--- src/hdl/reset_seq_pkg.sv ---
package reset_seq_pkg;

	// reset hold length, counted in hw cycles
	typedef logic [15:0] step_len_t;

	// wishbone word address and data
	typedef logic [1:0]  wb_addr_t;
	typedef logic [31:0] wb_data_t;

	// one step of the chain
	typedef enum logic [1:0] {
		IDLE,        // not reached yet, or cleared by a restart
		HOLD,        // block held in reset
		WAIT_READY,  // reset released, block still coming up
		DONE         // block reported ready
	} step_state_t;

	// hold length after power-on
	localparam step_len_t LEN_DEFAULT = 16'd20;

	// register map, word addresses
	localparam wb_addr_t REG_CTRL   = 2'd0;  // write only
	localparam wb_addr_t REG_LEN    = 2'd1;  // read and write
	localparam wb_addr_t REG_STATUS = 2'd2;  // done vector, read only

	// REG_CTRL bit that restarts the chain
	localparam int CTRL_RESTART_BIT = 0;

endpackage

--- src/hdl/reset_chain.sv ---
`timescale 1ns/1ns

module reset_chain #(
	parameter int NSTEP = 4
) (
	input  logic                     hw,
	input  logic                     poweronreset,
	input  logic                     chain_start,
	input  reset_seq_pkg::step_len_t hold_len,
	input  logic [NSTEP-1:0]         step_ready,
	output logic [NSTEP-1:0]         step_reset,
	output logic [NSTEP-1:0]         step_done
);

	logic [NSTEP-1:0] done_strobe;  // per step, one cycle after its ready
	logic [NSTEP-1:0] step_start;
	logic [NSTEP-1:0] step_clear;   // sync clear into each step

	genvar k;
	generate
		for (k = 0; k < NSTEP; k++) begin : g_step
			if (k == 0) begin : g_first
				// head of the chain, (re)started from the register block
				assign step_start[k] = chain_start;
				assign step_clear[k] = poweronreset;
			end else begin : g_next
				assign step_start[k] = done_strobe[k-1];
				// restart drops every later step back to idle
				assign step_clear[k] = poweronreset | chain_start;
			end

			reset_step u_step (
				.hw           (hw),
				.poweronreset (step_clear[k]),
				.start        (step_start[k]),
				.hold_len     (hold_len),
				.ready        (step_ready[k]),
				.block_reset  (step_reset[k]),
				.done         (step_done[k]),
				.done_strobe  (done_strobe[k])
			);
		end
	endgenerate

endmodule

--- src/hdl/reset_regs.sv ---
`timescale 1ns/1ns

module reset_regs #(
	parameter int NSTEP = 4
) (
	input  logic                     hw,
	input  logic                     poweronreset,
	input  logic                     wb_cyc,
	input  logic                     wb_stb,
	input  logic                     wb_we,
	input  reset_seq_pkg::wb_addr_t  wb_adr,
	input  reset_seq_pkg::wb_data_t  wb_wdata,
	output reset_seq_pkg::wb_data_t  wb_rdata,
	output logic                     wb_ack,
	input  logic [NSTEP-1:0]         step_done,
	output logic                     chain_start,
	output reset_seq_pkg::step_len_t hold_len
);
	import reset_seq_pkg::*;

	logic     bus_access;   // classic cycle waiting for its ack
	logic     bus_write;
	logic     bus_read;
	logic     restart_wr;
	logic     por_pending;  // set through power-on, fires the first start
	wb_data_t rd_mux;

	// ack goes back low for a cycle, so one strobe never gets two acks
	assign bus_access = wb_cyc && wb_stb && !wb_ack;
	assign bus_write  = bus_access && wb_we;
	assign bus_read   = bus_access && !wb_we;
	assign restart_wr = bus_write && (wb_adr == REG_CTRL) && wb_wdata[CTRL_RESTART_BIT];

	always_comb begin
		rd_mux = '0;
		case (wb_adr)
			REG_LEN: begin
				rd_mux = wb_data_t'(hold_len);
			end
			REG_STATUS: begin
				rd_mux = wb_data_t'(step_done);  // zero above NSTEP
			end
			default: begin
				rd_mux = '0;  // ctrl and unmapped read as zero
			end
		endcase
	end

	// bus handshake, control strobe and the length register
	always_ff @(posedge hw) begin
		if (poweronreset) begin
			wb_ack      <= 1'b0;
			chain_start <= 1'b0;
			por_pending <= 1'b1;
			hold_len    <= LEN_DEFAULT;
		end else begin
			wb_ack      <= bus_access;
			// first cycle out of reset, or a restart write on its ack edge
			chain_start <= por_pending || restart_wr;
			por_pending <= 1'b0;
			if (bus_write && (wb_adr == REG_LEN)) begin
				hold_len <= wb_wdata[$bits(step_len_t)-1:0];
			end
		end
	end

	// read data, sampled on the same edge that raises ack
	always_ff @(posedge hw) begin
		if (bus_read) begin
			wb_rdata <= rd_mux;
		end
	end

	// A ctrl write with the restart bit clear still gets its ack,
	// it only has no effect on the chain.
	// A length written during a hold takes effect at the next start,
	// since each step loads its counter only when it starts.

endmodule

--- src/hdl/reset_seq_top.sv ---
`timescale 1ns/1ns

module reset_seq_top #(
	parameter int NSTEP = 4
) (
	input  logic                    hw,
	input  logic                    poweronreset,
	input  logic                    wb_cyc,
	input  logic                    wb_stb,
	input  logic                    wb_we,
	input  reset_seq_pkg::wb_addr_t wb_adr,
	input  reset_seq_pkg::wb_data_t wb_wdata,
	output reset_seq_pkg::wb_data_t wb_rdata,
	output logic                    wb_ack,
	input  logic [NSTEP-1:0]        step_ready,
	output logic [NSTEP-1:0]        step_reset
);
	import reset_seq_pkg::*;

	logic             chain_start;  // one cycle pulse into step 0
	step_len_t        hold_len;
	logic [NSTEP-1:0] step_done;    // back to the status register

	reset_regs #(
		.NSTEP (NSTEP)
	) u_reset_regs (
		.hw           (hw),
		.poweronreset (poweronreset),
		.wb_cyc       (wb_cyc),
		.wb_stb       (wb_stb),
		.wb_we        (wb_we),
		.wb_adr       (wb_adr),
		.wb_wdata     (wb_wdata),
		.wb_rdata     (wb_rdata),
		.wb_ack       (wb_ack),
		.step_done    (step_done),
		.chain_start  (chain_start),
		.hold_len     (hold_len)
	);

	reset_chain #(
		.NSTEP (NSTEP)
	) u_reset_chain (
		.hw           (hw),
		.poweronreset (poweronreset),
		.chain_start  (chain_start),
		.hold_len     (hold_len),
		.step_ready   (step_ready),
		.step_reset   (step_reset),
		.step_done    (step_done)
	);

endmodule

--- src/hdl/reset_step.sv ---
`timescale 1ns/1ns

module reset_step (
	input  logic                     hw,
	input  logic                     poweronreset,
	input  logic                     start,
	input  reset_seq_pkg::step_len_t hold_len,
	input  logic                     ready,
	output logic                     block_reset,
	output logic                     done,
	output logic                     done_strobe
);
	import reset_seq_pkg::*;

	step_state_t state;
	step_len_t   hold_cnt;    // reset cycles still to go, counting the current one
	logic        hold_last;
	logic        ready_seen;

	// a length of zero behaves like one
	assign hold_last  = (hold_cnt <= step_len_t'(1));
	assign ready_seen = (state == WAIT_READY) && ready;

	// the block sees reset for as long as the step is in HOLD
	assign block_reset = (state == HOLD);
	assign done        = (state == DONE);

	always_ff @(posedge hw) begin
		if (poweronreset) begin
			state       <= IDLE;
			hold_cnt    <= '0;
			done_strobe <= 1'b0;
		end else if (start) begin
			// start wins from any state, also mid hold or mid wait
			state       <= HOLD;
			hold_cnt    <= hold_len;
			done_strobe <= 1'b0;
		end else begin
			done_strobe <= ready_seen;  // one cycle, next step starts from it
			case (state)
				IDLE: begin
					state <= IDLE;
				end
				HOLD: begin
					if (hold_last) begin
						state <= WAIT_READY;
					end else begin
						hold_cnt <= hold_cnt - step_len_t'(1);
					end
				end
				WAIT_READY: begin
					// any latency here, the block decides
					if (ready) begin
						state <= DONE;
					end
				end
				DONE: begin
					state <= DONE;  // stays until the next start or clear
				end
				default: begin
					state <= IDLE;
				end
			endcase
		end
	end

	// Timing for a start seen at edge t with hold_len = n:
	// state is HOLD from edge t+1, the counter is n there, and each
	// edge in HOLD either counts down or leaves. The step leaves HOLD
	// at edge t+n+1, so block_reset is high for exactly n cycles.
	// The ready check starts on the edge after that.

endmodule

--- config.mk ---
export PLATFORM = sky130hd
export DESIGN_NAME = reset_seq_top
export DESIGN_NICKNAME = d
export VERILOG_FILES = /design/src/hdl/reset_seq_pkg.sv /design/src/hdl/reset_chain.sv /design/src/hdl/reset_regs.sv /design/src/hdl/reset_seq_top.sv /design/src/hdl/reset_step.sv
export SDC_FILE = /design/constraint.sdc
export NUM_CORES = 1
export LEC_CHECK = 0
export ABC_AREA = 1
export CORE_ASPECT_RATIO = 1.2
export CORE_MARGIN = 2
export CORE_UTILIZATION = 30
export CTS_CLUSTER_SIZE = 10
export DETAILED_ROUTE_END_ITERATION = 6
export DONT_BUFFER_PORTS = 1
export SYNTH_ARGS = -nofsm -noshare
export SYNTH_HDL_FRONTEND = slang
export SYNTH_HIERARCHICAL = 1
export SYNTH_SLANG_ARGS = --single-unit
--- constraint.sdc ---
create_clock -name hw -period 2.05 [get_ports hw]
set_input_delay 0.205 -clock hw [delete_from_list [all_inputs] [get_ports hw]]
set_output_delay 0.205 -clock hw [all_outputs]
set_load 0.005 [all_outputs]
==> results of run 1 <==
[cell type report]
class,count,share of cell area
Clock inverter,5,0.00745
Sequential cell,110,0.313
Tap cell,315,0.0521
Timing Repair Buffer,19,0.0199
Multi-Input combinational cell,828,0.521
Inverter,108,0.0536
Clock buffer,11,0.0336
[how the worst max path moves through the flow]
stage                                             endpoint  slack [ns]  cells past startpoint
2_1_floorplan                     u_reset_regs/wb_rdata[0]        0.24                      4
3_3_place_gp    u_reset_chain/g_step[3].u_step/hold_cnt[8]        0.28                     10
3_5_place_dp    u_reset_chain/g_step[3].u_step/hold_cnt[4]        0.27                     10
4_1_cts         u_reset_chain/g_step[3].u_step/hold_cnt[8]        0.26                     10
5_1_grt        u_reset_chain/g_step[3].u_step/hold_cnt[14]        0.02                     11
6_report       u_reset_chain/g_step[3].u_step/hold_cnt[14]        0.26                     11
[metal layers]
layer  up-vias  wire, um  track usage
li1       3399         -            -
met3        36       935       0.0337
met5         -         0            0
met1      2962      8490        0.199
met2       141      8990        0.263
met4         0       702       0.0669
[stage by stage]
| step | instance area [um2] | hold slack, ns | setup slack [ns] | power (mW) | cells |
|---|---|---|---|---|---|
| floorplan | 7050 | 0.233 | 0.235 | 3.09 | 1099 |
| global placement | 7220 | 0.234 | 0.279 | 3.22 | 1377 |
| detailed placement | 7220 | 0.234 | 0.267 | 3.23 | 1377 |
| CTS | 7560 | 0.0185 | 0.259 | 5.10 | 1396 |
| global route | 7560 | 0.0282 | 0.0232 | 5.32 | 1396 |
| finish | 7560 | 0.0320 | 0.264 | 5.04 | 1396 |
[sequential cells by signal, indices dropped and copies added (netlist names)]
register                                 count
u_reset_chain/g_step.u_step/hold_cnt        64
u_reset_regs/hold_len                       16
u_reset_regs/wb_rdata                       16
u_reset_chain/g_step.u_step/state            8
u_reset_chain/g_step.u_step/done_strobe      3
u_reset_regs/chain_start                     1
u_reset_regs/por_pending                     1
u_reset_regs/wb_ack                          1
[report_power, final]
part	switching, mW	total (mW)	internal [mW]
registers	0.0928	2.34	2.25
clock network	0.825	1.84	1.02
logic	0.562	0.858	0.296
total	1.48	5.04	3.56
[timing repair]
action                     in CTS  in global routing
setup endpoints to repair       0                  0
hold endpoints to repair       10                  0
hold buffers                    3                  0
==> out/qor.yml, run 1 <==
path_common_cell: "nand2_1"
cp_top_family: "simple AND/OR/NAND/NOR gates"
cts.sinks: 110
antenna_found_initial: 0
drt-initial-drc-count: 407
dr.pass1.iters: 5
regArea_um2: 2360
multi_input_area_um2: 3940
die-area_um2: 24600
drc: 0
rows: 61
maxCapViolCount: 0
finish.utilization: 0.328
cpPeakStageDelay_ns: 0.40
startpoint_type: "flop"
grt_pass1_vias: 5947
critPathArrivalTime_ns: 2.09
maxSlewHeadroom: 0.610
status: "finished, final reports clean"
nets: 1130
ff2ff_path_depth: 11
postCtsSetupBuffers: 0
fillers: 2542
worstReg2RegStart: "u_reset_chain/g_step[3].u_step/hold_cnt[0]"
portBuffers: 0
setup.worst_path.end_class: "flop"
hold_depth: 2
hold_end: "u_reset_chain/g_step[0].u_step/state[1]"
final_common_cell: "nand2_1"
grt_max_degree: 21
antennaDiodeCount: 0
tightest_slew_ns: 0.584
rsz0062_at_grt: "no"
gr-total-overflow: 0
power_density_nw_per_um2: 667
r2r-end: "u_reset_chain/g_step[3].u_step/hold_cnt[14]"
cts_max_level: 3
cts_tree: "built"
min_from: "poweronreset"
slowest_stage: "dfxtp_1"
crit_buf_inv: 2
cts_buffers: 9
crit_start: "u_reset_chain/g_step[3].u_step/hold_cnt[0]"
cts_root_buf: "clkbuf_16"
grt_pass1_wl_um: 30600
ant_nets: 0
post-route-min-period_ns: 1.79
clk_transition_reported_paths_ns: 0.07
avgSynthCellArea_um2: 6.45
core_um2: 23000
vias_per_cell: 4.68
timing.final.crit_share: 0.871
grt.total_usage: 0.159
syn-cell-area_um2: 7000
critical_path_class: "reg2reg"
gp_congestion: 0.901
fin_skew_ns: 0.00936
hpwlAfterDp_um: 13700
setup_tns_ns: 0
fp.dieH_um: 171
clock.fmax_ghz: 0.560
ys_warn_count: 6
clock_path_buffers: 2
drv_slew: 0
initial_core_util: 0.304
cts_resized: 0
syn_to_final_growth_pct: 8.03
wl_per_cell_um: 13.7
ios: 80
timing.final.hold_violations: 0
peakVddDrop_uv: 400
crit_fanout: 5
rrSetupSlack_ns: 0.26
chipWidth_um: 143
most-common-layout-cells: "nand2_1, nor2_1, inv_1, dfxtp_1, nand3_1"
drive_gt1_frac: 0.0842
cp.required_ns: 2.35
drt-total-wl_um: 19100
crit_chain: "inv_1 > ha_1 > nand2_2 > nor2_4 > nand2_2 > nand2_1 > nor2_1 > nand2_1 > nand3_1 > nand2_1 > inv_1"
clock_latency_ns: 0.36
num_vias: 6538
min_path_type: "in2reg"
setup_viol: 0
synth_cells: 1084
p_leak_nw: 3.67
(Power assumes the default switching activity.)
==> run 2: changes to the inputs <==
ABC_AREA = default   (was 1)
SYNTH_HIERARCHICAL = default   (was 1)
==> run 2 against run 1 <==
Worst setup slack got worse by 0.22 ns. Sequential power decreased by 2%. Critical endpoint is now u_reset_chain.g_step[2].u_step.hold_cnt[1]. Hold slack got worse by 0.021 ns. Final cell count decreased by 31%. Sequential share of layout area increased by 3.9 points. First-iteration DRC count increased by 11%. Routed wire length decreased by 17%. Global-route usage decreased by 0.40 points. Largest power group unchanged. Power decreased by 13%. Via count decreased by 25%.
==> out/qor.yml, run 2 <==
rsz0062_at_grt: "yes"  # was no
power_mw: 4.40  # was 5.04 mW
ant_nets: 0  # unchanged
fin_skew_ns: 0.00573  # was 0.00936 ns
finish.utilization: 0.355  # was 0.328
ys_warn_count: 0  # was 6
met3_usage: 0.0277  # was 0.0337
clock_path_buffers: 2  # unchanged
vias_per_cell: 5.14  # was 4.68
synth_common_cells: "dfxtp_1, a21oi_1, nand2_1"
largest_register_ffs: 64  # unchanged
clock.fmax_ghz: 0.499  # was 0.560 GHz
min_path_type: "in2reg"  # unchanged
core_um2: 19000  # was 23000 um2
antennaDiodeCount: 0  # unchanged
setup.worst_path.end_class: "flop"  # unchanged
fp.dieH_um: 157  # was 171 um
top_usage_layer: "met2"  # unchanged
status: "finished, final reports clean"  # unchanged
grt_pass1_wl_um: 24900  # was 30600 um
critical_path_class: "reg2reg"  # unchanged
setup_tns_ns: 0  # unchanged
portBuffers: 0  # unchanged
yosysSeqAreaShare: 0.404
whs_ns: 0.0108  # was 0.0320 ns
synthFlopType: "dfxtp_1"
maxSlewHeadroom: 0.592  # was 0.610
r2r-end: "u_reset_chain.g_step[2].u_step.hold_cnt[1]"  # was u_reset_chain/g_step[3].u_step/hold_cnt[14]
nets: 751  # was 1130
setup_viol: 0  # unchanged
postCtsSetupBuffers: 0  # unchanged
ys_seq_elements: 110
post-route-min-period_ns: 2.00  # was 1.79 ns
drive_gt1_frac: 0.134  # was 0.0842
syn-cell-area_um2: 5850  # was 7000 um2
timing.final.hold_violations: 0  # unchanged
avgSynthCellArea_um2: 8.68  # was 6.45 um2
top_register: "u_reset_chain.g_step.u_step.hold_cnt"  # was u_reset_chain/g_step.u_step/hold_cnt
dpl_cell_area_um2: 6200  # was 7220 um2
peakVddDrop_uv: 441  # was 400 uV
gr-total-overflow: 0  # unchanged
timing.final.crit_share: 0.977  # was 0.871
cts_buffers: 9  # unchanged
ff2ff_path_depth: 5  # was 11
wl_per_cell_um: 16.5  # was 13.7 um
cp.required_ns: 2.30  # was 2.35 ns
rrSetupSlack_ns: 0.05  # was 0.26 ns
hpwlAfterDp_um: 10700  # was 13700 um
clock_latency_ns: 0.36  # about the same
maxCapViolCount: 0  # unchanged
ios: 80  # unchanged
cts.sinks: 110  # unchanged
final_area_um2: 6730  # was 7560 um2
final_common_cell: "dfxtp_1"  # was nand2_1
tightest_slew_ns: 0.610  # was 0.584 ns
power_density_nw_per_um2: 653  # was 667 nW/um2
initial_core_util: 0.308  # was 0.304
startpoint_type: "flop"  # unchanged
drv_slew: 0  # unchanged
grt_use_met2: 0.273  # was 0.263
antenna_found_initial: 0  # unchanged
crit_path_end: "u_reset_chain.g_step[2].u_step.hold_cnt[1]"  # was u_reset_chain/g_step[3].u_step/hold_cnt[14]
cts_max_level: 3  # unchanged
grt_max_degree: 37  # was 21
crit_start: "u_reset_chain.g_step[2].u_step.hold_cnt[8]"  # was u_reset_chain/g_step[3].u_step/hold_cnt[0]
p_leak_nw: 2.38  # was 3.67 nW
grt_pass1_vias: 4755  # was 5947
yosys.cell_types.count: 74
rows: 55  # was 61
drc: 0  # unchanged
chipWidth_um: 131  # was 143 um
synth_area_leaders: "dfxtp_1, edfxtp_1, a21oi_1"
async_flop_share: 0
yosysTopAreaCellShare: 0.322
cts_root_buf: "clkbuf_16"  # unchanged
drt-total-wl_um: 15800  # was 19100 um
yosysMostFrequentCell: "dfxtp_1"
cts_tree: "built"  # unchanged
worstReg2RegStart: "u_reset_chain.g_step[2].u_step.hold_cnt[8]"  # was u_reset_chain/g_step[3].u_step/hold_cnt[0]
crit_fanout: 7  # was 5
synth_top_area_cell: "dfxtp_1"
synth_cells: 674  # was 1084
gp_congestion: 0.855  # was 0.901
clk_transition_reported_paths_ns: 0.07  # about the same
reg_top3: "u_reset_chain.g_step.u_step.hold_cnt (64), u_reset_regs.hold_len (16), u_reset_regs.wb_rdata (16)"  # was u_reset_chain/g_step.u_step/hold_cnt (64), u_reset_regs/hold_len (16), u_reset_regs/wb_rdata (16)
grt.total_usage: 0.155  # was 0.159
synth_edf_count: 16
die-area_um2: 20600  # was 24600 um2
critPathArrivalTime_ns: 2.25  # was 2.09 ns
grtUsageMet1: 0.180  # was 0.199
syn_to_final_growth_pct: 15.1  # was 8.03%
most-common-layout-cells: "dfxtp_1, a21oi_1, nand2_1, nor2_1, buf_4"  # was nand2_1, nor2_1, inv_1, dfxtp_1, nand3_1
drt-initial-drc-count: 453  # was 407
dr.pass1.iters: 5  # unchanged
num_vias: 4920  # was 6538
[run 2: cell types whose count changed in the layout (fill, tap and decap cells not counted), sizes merged, moves of 14 or more]
cell	previous run	this run
inv	108	28
nand4	26	7
xnor2	4	26
nand3	93	11
nor2	190	39
dlygate4sd3	3	17
nand3b	20	6
o21ai	45	30
a211oi	0	15
nand2	360	58
a21oi	21	83
buf	16	38
and2	0	15
nor3	8	24
[run 2: worst min path at each step]
stage / start / to / slack, ns / cells after the start
floorplan: poweronreset / u_reset_regs.por_pending / 0.23 / 0
global placement: poweronreset / u_reset_regs.por_pending / 0.24 / 0
detailed placement: poweronreset / u_reset_regs.por_pending / 0.24 / 0
CTS: wb_wdata[2] / u_reset_regs.hold_len[2] / 0.004 / 2
global route: wb_wdata[2] / u_reset_regs.hold_len[2] / 0.02 / 2
finish: wb_wdata[2] / u_reset_regs.hold_len[2] / 0.01 / 2
[run 2: critical path: stages, from the launching register on]
cell and delay [ns]:
dfxtp_1 0.33, or4_4 0.55, nor4b_4 0.33, a311oi_4 0.19, nor4b_1 0.20, a311o_1 0.29
[run 2: logic make-up (layout without fill, tap and decap cells)]
logic type               count (synthesis)  count (layout)  share of synthesized area
multiplexers                             6               6                     0.0111
AND/OR/NAND/NOR                        225             225                      0.218
XOR/XNOR                                44              44                     0.0659
other                                    1              16                   0.000641
buffers and inverters                   86              99                     0.0695
AO/OA/AOI/OAI                          191             191                      0.207
adder cells (fa/ha/maj)                 11              11                     0.0235
flip-flops                             110             110                      0.404
[run 2: repair_timing]
action                                  4_1_cts  5_1_grt
endpoints found under the hold margin        39        1
gates resized for setup                       2       17
endpoints found under the setup margin        4       20
hold buffers                                 17        1
pin swaps                                     0        3
[run 2: cell type report]
cell class,instances,area [um2]
multi-input combinational,493,3190
timing repair buffer,55,472
clock buffer,10,229
tap,256,320
sequential,110,2370
clock inverter,6,47.5
fill,1971,12300
inverter,28,105
[run 2: per-layer routing]
layer  up-vias  share of wire
met1      2353           0.43
met2       106           0.50
li1       2430              -
met5         -              0
met4         0          0.033
met3        31          0.041
[run 2: metrics by stage]
stage                     cells  setup slack [ns]
after floorplan             689            0.0924
after global placement      924          -0.00351
after detailed placement    924           0.00937
after CTS                   957            0.0222
after global routing        958           -0.0422
final                       958            0.0463
[run 2: where the power goes]
part	leakage, nW	internal [mW]	switching, mW
registers	0.901	2.23	0.0633
clock network	0.128	0.835	0.862
logic	1.35	0.179	0.228
total	2.38	3.24	1.15
